--- src/logic/bpsk_config.svh ---
`ifndef BPSK_CONFIG_SVH
`define BPSK_CONFIG_SVH

// bits per data word, sent msb first.
`define BPSK_WORD_BITS 8

// samples per bit, one full carrier period per symbol.
// keep this even, the 180 degree offset is wavelength / 2.
`define BPSK_WAVELENGTH 16

// signed sample width on the output.
`define BPSK_SAMPLE_WIDTH 16

`endif

--- src/logic/bpsk_pkg.sv ---
`include "bpsk_config.svh"

package bpsk_pkg;

    localparam int PHASE_BITS = $clog2(`BPSK_WAVELENGTH); // index into one period.
    localparam int BIT_IDX_BITS = $clog2(`BPSK_WORD_BITS); // index into the word.
    localparam real PI = 3.14159265358979;

    typedef enum logic {
        SEQ_IDLE = 1'b0,
        SEQ_RUN  = 1'b1
    } seq_state_t;

    typedef logic signed [`BPSK_SAMPLE_WIDTH-1:0] sample_value_t;

    typedef struct packed {
        logic active; // produce a sample this cycle.
        logic [PHASE_BITS-1:0] phase; // sample index within the bit.
        logic last; // final sample of the frame.
    } carrier_ctrl_t;

    typedef struct packed {
        logic valid;
        logic last;
        sample_value_t value;
    } sample_t;

    typedef sample_value_t sine_table_t [`BPSK_WAVELENGTH];

    // one sine period, rounded to nearest, peak one lsb below full scale
    function automatic sine_table_t build_sine_table();
        sine_table_t tbl;
        real amp;
        real angle;
        real val;
        amp = real'((1 << (`BPSK_SAMPLE_WIDTH - 1)) - 1);
        for (int i = 0; i < `BPSK_WAVELENGTH; i++) begin
            angle = 2.0 * PI * real'(i) / real'(`BPSK_WAVELENGTH);
            val = amp * $sin(angle);
            tbl[i] = sample_value_t'($rtoi((val >= 0.0) ? (val + 0.5) : (val - 0.5)));
        end
        return tbl;
    endfunction

    localparam sine_table_t SINE_TABLE = build_sine_table();

endpackage

--- src/logic/word_serializer.sv ---
`timescale 1ns/1ns
`include "bpsk_config.svh"

module word_serializer (
    input  logic clk,
    input  logic reset_local,
    input  logic load,
    input  logic shift,
    input  logic [`BPSK_WORD_BITS-1:0] word,
    output logic serial_bit
);

    logic [`BPSK_WORD_BITS-1:0] shift_reg; // word in flight, msb first.

    always_ff @(posedge clk) begin
        if (reset_local) begin
            shift_reg <= '0;
        end else if (load) begin
            shift_reg <= word;
        end else if (shift) begin
            shift_reg <= {shift_reg[`BPSK_WORD_BITS-2:0], 1'b0}; // next bit to the top.
        end
    end

    assign serial_bit = shift_reg[`BPSK_WORD_BITS-1]; // msb is the current symbol.

    // the sequencer loads only in idle and shifts only mid-frame
    load_shift_exclusive: assert property (
        @(posedge clk) disable iff (reset_local)
        !(load && shift)
    ) else $error("word_serializer: load and shift high together.");

endmodule

--- src/logic/symbol_sequencer.sv ---
`timescale 1ns/1ns
`include "bpsk_config.svh"

module symbol_sequencer (
    input  logic clk,
    input  logic reset_local,
    input  logic start,
    output logic load,
    output logic shift,
    output bpsk_pkg::carrier_ctrl_t ctrl,
    output logic busy
);

    bpsk_pkg::seq_state_t state;
    logic [bpsk_pkg::PHASE_BITS-1:0] phase_cnt;
    logic [bpsk_pkg::BIT_IDX_BITS-1:0] bit_cnt;
    bpsk_pkg::carrier_ctrl_t ctrl_q; // counters delayed one cycle, behind the load edge.
    logic phase_wrap;
    logic final_sample;

    assign phase_wrap = (int'(phase_cnt) == `BPSK_WAVELENGTH - 1);
    assign final_sample = (state == bpsk_pkg::SEQ_RUN) && phase_wrap
                          && (int'(bit_cnt) == `BPSK_WORD_BITS - 1);

    assign load = start && (state == bpsk_pkg::SEQ_IDLE); // start is dropped while running.
    assign busy = (state == bpsk_pkg::SEQ_RUN);
    assign ctrl = ctrl_q;

    // shift on the delayed phase so serial_bit turns over with the ROM's bit boundary
    assign shift = ctrl_q.active && (int'(ctrl_q.phase) == `BPSK_WAVELENGTH - 1)
                   && !ctrl_q.last;

    always_ff @(posedge clk) begin
        if (reset_local) begin
            state <= bpsk_pkg::SEQ_IDLE;
            phase_cnt <= '0;
            bit_cnt <= '0;
            ctrl_q <= '0;
        end else begin
            ctrl_q.active <= (state == bpsk_pkg::SEQ_RUN);
            ctrl_q.phase <= phase_cnt;
            ctrl_q.last <= final_sample;

            case (state)
                bpsk_pkg::SEQ_IDLE: begin
                    if (start) begin
                        state <= bpsk_pkg::SEQ_RUN;
                        phase_cnt <= '0;
                        bit_cnt <= '0;
                    end
                end
                bpsk_pkg::SEQ_RUN: begin
                    if (phase_wrap) begin
                        phase_cnt <= '0;
                        if (final_sample) begin
                            state <= bpsk_pkg::SEQ_IDLE;
                            bit_cnt <= '0;
                        end else begin
                            bit_cnt <= bit_cnt + 1'b1; // next symbol.
                        end
                    end else begin
                        phase_cnt <= phase_cnt + 1'b1;
                    end
                end
                default: state <= bpsk_pkg::SEQ_IDLE;
            endcase
        end
    end

    load_from_idle: assert property (
        @(posedge clk) disable iff (reset_local)
        load |-> (state == bpsk_pkg::SEQ_IDLE) ##1 (state == bpsk_pkg::SEQ_RUN)
    ) else $error("symbol_sequencer: load outside idle.");

    phase_in_range: assert property (
        @(posedge clk) disable iff (reset_local)
        int'(phase_cnt) < `BPSK_WAVELENGTH
    ) else $error("symbol_sequencer: phase counter out of range.");

    // a frame always ends with at least one idle ctrl cycle before the next one.
    last_is_active: assert property (
        @(posedge clk) disable iff (reset_local)
        ctrl.last |-> ctrl.active ##1 !ctrl.active
    ) else $error("symbol_sequencer: last without active.");

endmodule

--- src/logic/carrier_rom.sv ---
`timescale 1ns/1ns
`include "bpsk_config.svh"

module carrier_rom (
    input  logic clk,
    input  logic reset_local,
    input  bpsk_pkg::carrier_ctrl_t ctrl,
    input  logic serial_bit,
    output bpsk_pkg::sample_t sample
);

    localparam int HALF = `BPSK_WAVELENGTH / 2;
    localparam logic [bpsk_pkg::PHASE_BITS-1:0] HALF_PHASE = HALF[bpsk_pkg::PHASE_BITS-1:0];

    logic [bpsk_pkg::PHASE_BITS-1:0] table_index;

    // a 0 bit reads half a period ahead, wrapped without a modulo
    always_comb begin
        if (serial_bit) begin
            table_index = ctrl.phase; // in phase.
        end else if (int'(ctrl.phase) >= HALF) begin
            table_index = ctrl.phase - HALF_PHASE;
        end else begin
            table_index = ctrl.phase + HALF_PHASE;
        end
    end

    always_ff @(posedge clk) begin
        if (reset_local) begin
            sample <= '0;
        end else if (ctrl.active) begin
            sample.valid <= 1'b1;
            sample.last <= ctrl.last;
            sample.value <= bpsk_pkg::SINE_TABLE[table_index];
        end else begin
            sample <= '0; // quiet line between frames.
        end
    end

    last_implies_valid: assert property (
        @(posedge clk) disable iff (reset_local)
        sample.last |-> sample.valid
    ) else $error("carrier_rom: sample.last without sample.valid.");

endmodule

--- src/logic/bpsk_modulator.sv ---
`timescale 1ns/1ns
`include "bpsk_config.svh"

module bpsk_modulator (
    input  logic clk,
    input  logic reset_local,
    input  logic start,
    input  logic [`BPSK_WORD_BITS-1:0] word,
    output logic busy,
    output bpsk_pkg::sample_t sample
);

    logic load;
    logic shift;
    logic serial_bit;
    bpsk_pkg::carrier_ctrl_t ctrl;

    word_serializer word_serializer_inst (
        .clk        (clk),
        .reset_local(reset_local),
        .load       (load),
        .shift      (shift),
        .word       (word),
        .serial_bit (serial_bit)
    );

    symbol_sequencer symbol_sequencer_inst (
        .clk        (clk),
        .reset_local(reset_local),
        .start      (start),
        .load       (load),
        .shift      (shift),
        .ctrl       (ctrl),
        .busy       (busy)
    );

    carrier_rom carrier_rom_inst ( // registers the output sample.
        .clk        (clk),
        .reset_local(reset_local),
        .ctrl       (ctrl),
        .serial_bit (serial_bit),
        .sample     (sample)
    );

endmodule

--- config.mk ---
export PLATFORM = sky130hd
export DESIGN_NAME = bpsk_modulator
export DESIGN_NICKNAME = d
export VERILOG_FILES = /design/src/logic/bpsk_pkg.sv /design/src/logic/word_serializer.sv /design/src/logic/symbol_sequencer.sv /design/src/logic/carrier_rom.sv /design/src/logic/bpsk_modulator.sv
export VERILOG_INCLUDE_DIRS = /design/src /design/src/logic
export SDC_FILE = /design/constraint.sdc
export NUM_CORES = 1
export LEC_CHECK = 0
export BUFFER_PORTS_ARGS = -buffer_cell sky130_fd_sc_hd__buf_2
export CAP_MARGIN = 20
export CORE_MARGIN = 2
export CORE_UTILIZATION = 54
export DETAILED_ROUTE_END_ITERATION = 8
export PLACE_DENSITY = 0.82
export SYNTH_ARGS = -nofsm -noshare
export SYNTH_HDL_FRONTEND = slang
export SYNTH_SLANG_ARGS = --single-unit
--- constraint.sdc ---
create_clock -name clk -period 2.1 [get_ports clk]
set_clock_uncertainty 0.1 [all_clocks]
set_input_delay 0.42 -clock clk [delete_from_list [all_inputs] [get_ports clk]]
set_output_delay 0.42 -clock clk [all_outputs]
set_load 0.005 [all_outputs]
==> results by stage <==
Critical path:
- In this run the worst path has a maximum fanout of 7.
- The depth of the worst register-to-register path is 4.
- The most critical setup path has its endpoint at word_serializer_inst.shift_reg[2].
- The largest stage delay on the critical path is 0.48 ns.
- The number of buffers and inverters on the critical path is 0.
- Walking the worst path, the cells encountered are ha_1 -> and4b_1 -> nand3_1 -> a311oi_1.
- On the critical path the largest part of the delay comes from flip-flops.
- The capturing element type of the critical path is a register.
- The startpoint of the worst register-to-register path is symbol_sequencer_inst.ctrl[2].
- At the worst endpoint, the arrival time is 1.89 ns.
- The critical path starts at symbol_sequencer_inst.ctrl[2].
- Data on the critical path is required at its endpoint by 2.23 ns.
- The slack of the worst reg-to-reg path is 0.34 ns.
- The endpoint of the most critical register-to-register path is word_serializer_inst.shift_reg[2].
- The worst setup path category is register to register.
- The worst setup path is launched from a register.
- The slowest stage of the critical path is the sky130_fd_sc_hd__dfxtp_1 cell.
- The number of stages on the worst setup path is 4.

Run status:
- The flow ran to the end, but the final reports show violations.
- The checks that failed: design-rule violations.

Pwr:
- The analysis attributes to net switching a power of 286 uW.
- Of the total power, the share spent switching nets is 0.236.
- The total power is 1.21 mW.
- For this design the static power due to leakage is 0.729 nW.
- Of the total power, the clock network draws 0.340.
- The share of total power dissipated in sequential elements is 0.578.
- The worst ir drop on vdd is 349 uV.
- The internal cell power is 924 uW.
- The portion of total power attributed to combinational logic is 0.081.
- Power spread over the standard cell area amounts to 677 nW/um^2.

CTS:
- Clock-pin slew was measured on the worst setup and hold paths at 0.10 ns.
- The number of sinks driven by the clock tree is 35.
- The post-cts resize count is 0.
- The number of hold buffers added after cts is 0.
- The clock root buffer is sky130_fd_sc_hd__clkbuf_4.
- Clock tree synthesis inserted a total of 5 buffers.
- The TritonCTS clock tree is built.
- The clock passes through at most 2 buffers.
- Post-CTS timing repair inserted 0 buffers for setup.
- At the later pin of the worst-skew pair, clock insertion delay measures 0.33 ns.
- CTS built an H-tree with a depth of 2.

Synthesis:
- Of the synthesized area, sequential elements account for 0.433.
- The synthesized netlist contains 34 unique library cells.
- sky130_fd_sc_hd__dfxtp_1 takes more of the synthesized area than any other cell.
- The synthesized design contains 35 register bits.
- After technology mapping, the gate count stands at 173.
- The mapped netlist covers 1620 um^2.
- The number of nets handed over by synthesis was 194.
- During synthesis, Yosys emitted a total of 0 warnings.
- Sorting the synthesized cells by area gives the leading types as sky130_fd_sc_hd__dfxtp_1 43%, sky130_fd_sc_hd__ha_1 7.7%, sky130_fd_sc_hd__nand3_1 4.0%, sky130_fd_sc_hd__a311oi_1 3.8%, sky130_fd_sc_hd__nor2b_1 3.5%.
- Of the post-synthesis cell area, the dominant cell type holds 0.433.
- The mean post-synth cell area is 9.36 um^2.

Die:
- The die is 58.8 um wide.
- The die is 58.8 um tall.
- The floorplan step defined a die boundary enclosing 3450 um^2.
- In this run the standard cell core region covers 2810 um^2.
- The row count is 19.
- The initial core utilization is 0.577.
- The number of top-level pins is 30.

Route:
- The pre-antenna-repair detailed-routing pass consisted of 6 iterations.
- The count of nets left with antenna violations after detail routing is 0.
- The total DRC errors in the routed layout is 4.
- In this run, the number of DRC markers left after iteration 0 of detailed routing was 39.
- For this block, the routed nets add up to 2920 um of wire.
- The vias per cell is 5.65.
- The routed layout has 1,289 vias.
- After detailed routing, the average wire length per cell comes to 12.8 um.

Timing:
- The measured slew at the worst slew-check pin is 0.616 ns.
- The total negative slack is 0 ns.
- The minimum hold slack is 0.266 ns.
- The share of the cycle needed by the critical path after routing is 0.838.
- In this run the tightest slew margin relative to its limit is 0.589.
- The number of hold violations in the final report is 0.
- The maximum clock frequency is 0.568 GHz.
- The minimum clock period is 1.76 ns.
- The count of pins over their slew limit came to 0.
- Setup repair after global routing left no endpoint under its margin.
- Setup violations remaining at the end of the flow were counted as 0.

Placement:
- Routability-driven placement finished with a final weighted congestion of 0.787.
- During placement, the flow inserted port buffers numbering 29.
- The placed instance count is 220.
- The HPWL after detailed placement is 2120 um.

Final layout:
- Leaving out fill and tap cells, the most frequent cell in the layout is sky130_fd_sc_hd__dfxtp_1.
- The area used by multi-input combinational logic is 798 um^2.
- The share of post-route cells with drive strength above 1 is 0.213.
- In the final layout, flip-flops and latches occupy 701 um^2.
- The top cell types in the final layout, fill and taps aside, are 35 x sky130_fd_sc_hd__dfxtp_1, 29 x sky130_fd_sc_hd__buf_2, 14 x sky130_fd_sc_hd__nor2_1.
- 0 antenna diodes ended up in the layout.
- The register with the most flip-flops in the layout has 13 of them.
- The post-layout net count is 217.
- Compared with the post-synthesis result, the final layout area differs by 10.5%.
- After filler insertion, the fill cell instance count of the layout stands at 251.
- The final non-filler cell total is 228.

Global route:
- The first global-routing pass estimated 4920 um of wire.
- The maximum number of pins on one net before global-route repair is 22.
- The via count of the first global-routing pass is 1,170.
- The number of antenna violations at the first check in global routing came to 0.
- The total congestion overflow after global routing is 0.
- Across every metal layer, demand over resource in global routing totals 0.183.

Hold path:
- The type of the tightest min-delay check is input pin to register.

Run:
- The max capacitance violation total is 0.
## metrics by stage
step	utilization	area, um^2	setup slack, ns
after floorplan	-	1620	0.576
after global placement	0.613	1720	0.461
after detailed placement	0.613	1720	0.405
after CTS	0.638	1790	0.358
after global routing	0.638	1790	0.221
final	0.638	1790	0.341
## power groups by stage
| stage | Clock, mW | Combinational [mW] | Sequential [mW] |
|---|---|---|---|
| 6_report | 0.412 | 0.0984 | 0.700 |
| 5_1_grt | 0.446 | 0.112 | 0.703 |
| 4_1_cts | 0.419 | 0.0994 | 0.700 |
| 3_5_place_dp | 0 | 0.0990 | 0.715 |
| 3_3_place_gp | 0 | 0.0947 | 0.714 |
| 2_1_floorplan | 0 | 0.0781 | 0.712 |
## area by class of cell
type,count,share of cell area
clock buffers,8,0.0385
flip-flops and latches,35,0.392
well taps,31,0.0217
repair buffers,30,0.0853
multi-input cells,116,0.446
inverters,8,0.0168
## synth_stat cells (all sizes together)
cell type  count
a311oi         7
buf           10
xnor2          3
and4b          1
a21oi          9
nand2          7
nand3         13
and2           2
nand2b         3
a31oi          1
nand4          1
nor2          14
dfxtp         35
nor2b          9
or3            1
mux2i          3
inv            8
mux2           1
nand3b         4
clkbuf         4
nor3           1
nand4b         1
o211ai         1
ha            10
and4           1
o21ai         11
o22ai          3
xor2           1
a22o           1
a211oi         7
## how the worst min path moves through the flow
stage	to	depth (start not counted)	slack, ns	start
final	word_serializer_inst.shift_reg[0]	3	0.27	word[0]
after global routing	word_serializer_inst.shift_reg[0]	3	0.26	word[0]
after CTS	word_serializer_inst.shift_reg[0]	3	0.26	word[0]
after detailed placement	symbol_sequencer_inst.bit_cnt[1]	2	0.37	symbol_sequencer_inst.bit_cnt[1]
after global placement	symbol_sequencer_inst.bit_cnt[2]	2	0.36	symbol_sequencer_inst.bit_cnt[2]
after floorplan	carrier_rom_inst.sample[16]	1	0.34	symbol_sequencer_inst.ctrl[0]
## worst reg2reg max path, delay by kind of cell, from the launching register on
kind	cells	cell delay [ns]
DFF	1	0.48
and+or+nand+nor	2	0.48
AOI/OAI and AO/OA	1	0.32
adders and majority gates	1	0.28
## cells by family after synthesis
family / share of synthesized area
adders and majority gates: 0.0773
and+or+nand+nor: 0.189
buffers and inverters: 0.0742
muxes: 0.0255
xor gates and xnor gates: 0.0332
DFF: 0.433
AOI/OAI and AO/OA: 0.168
## routing by layer
layer	track usage	wire length [um]
met2	0.321	1480
met1	0.218	1280
met3	0.0527	122
met5	0	0
met4	0.0487	32
No activity file was read; power rests on OpenSTA's default activity.
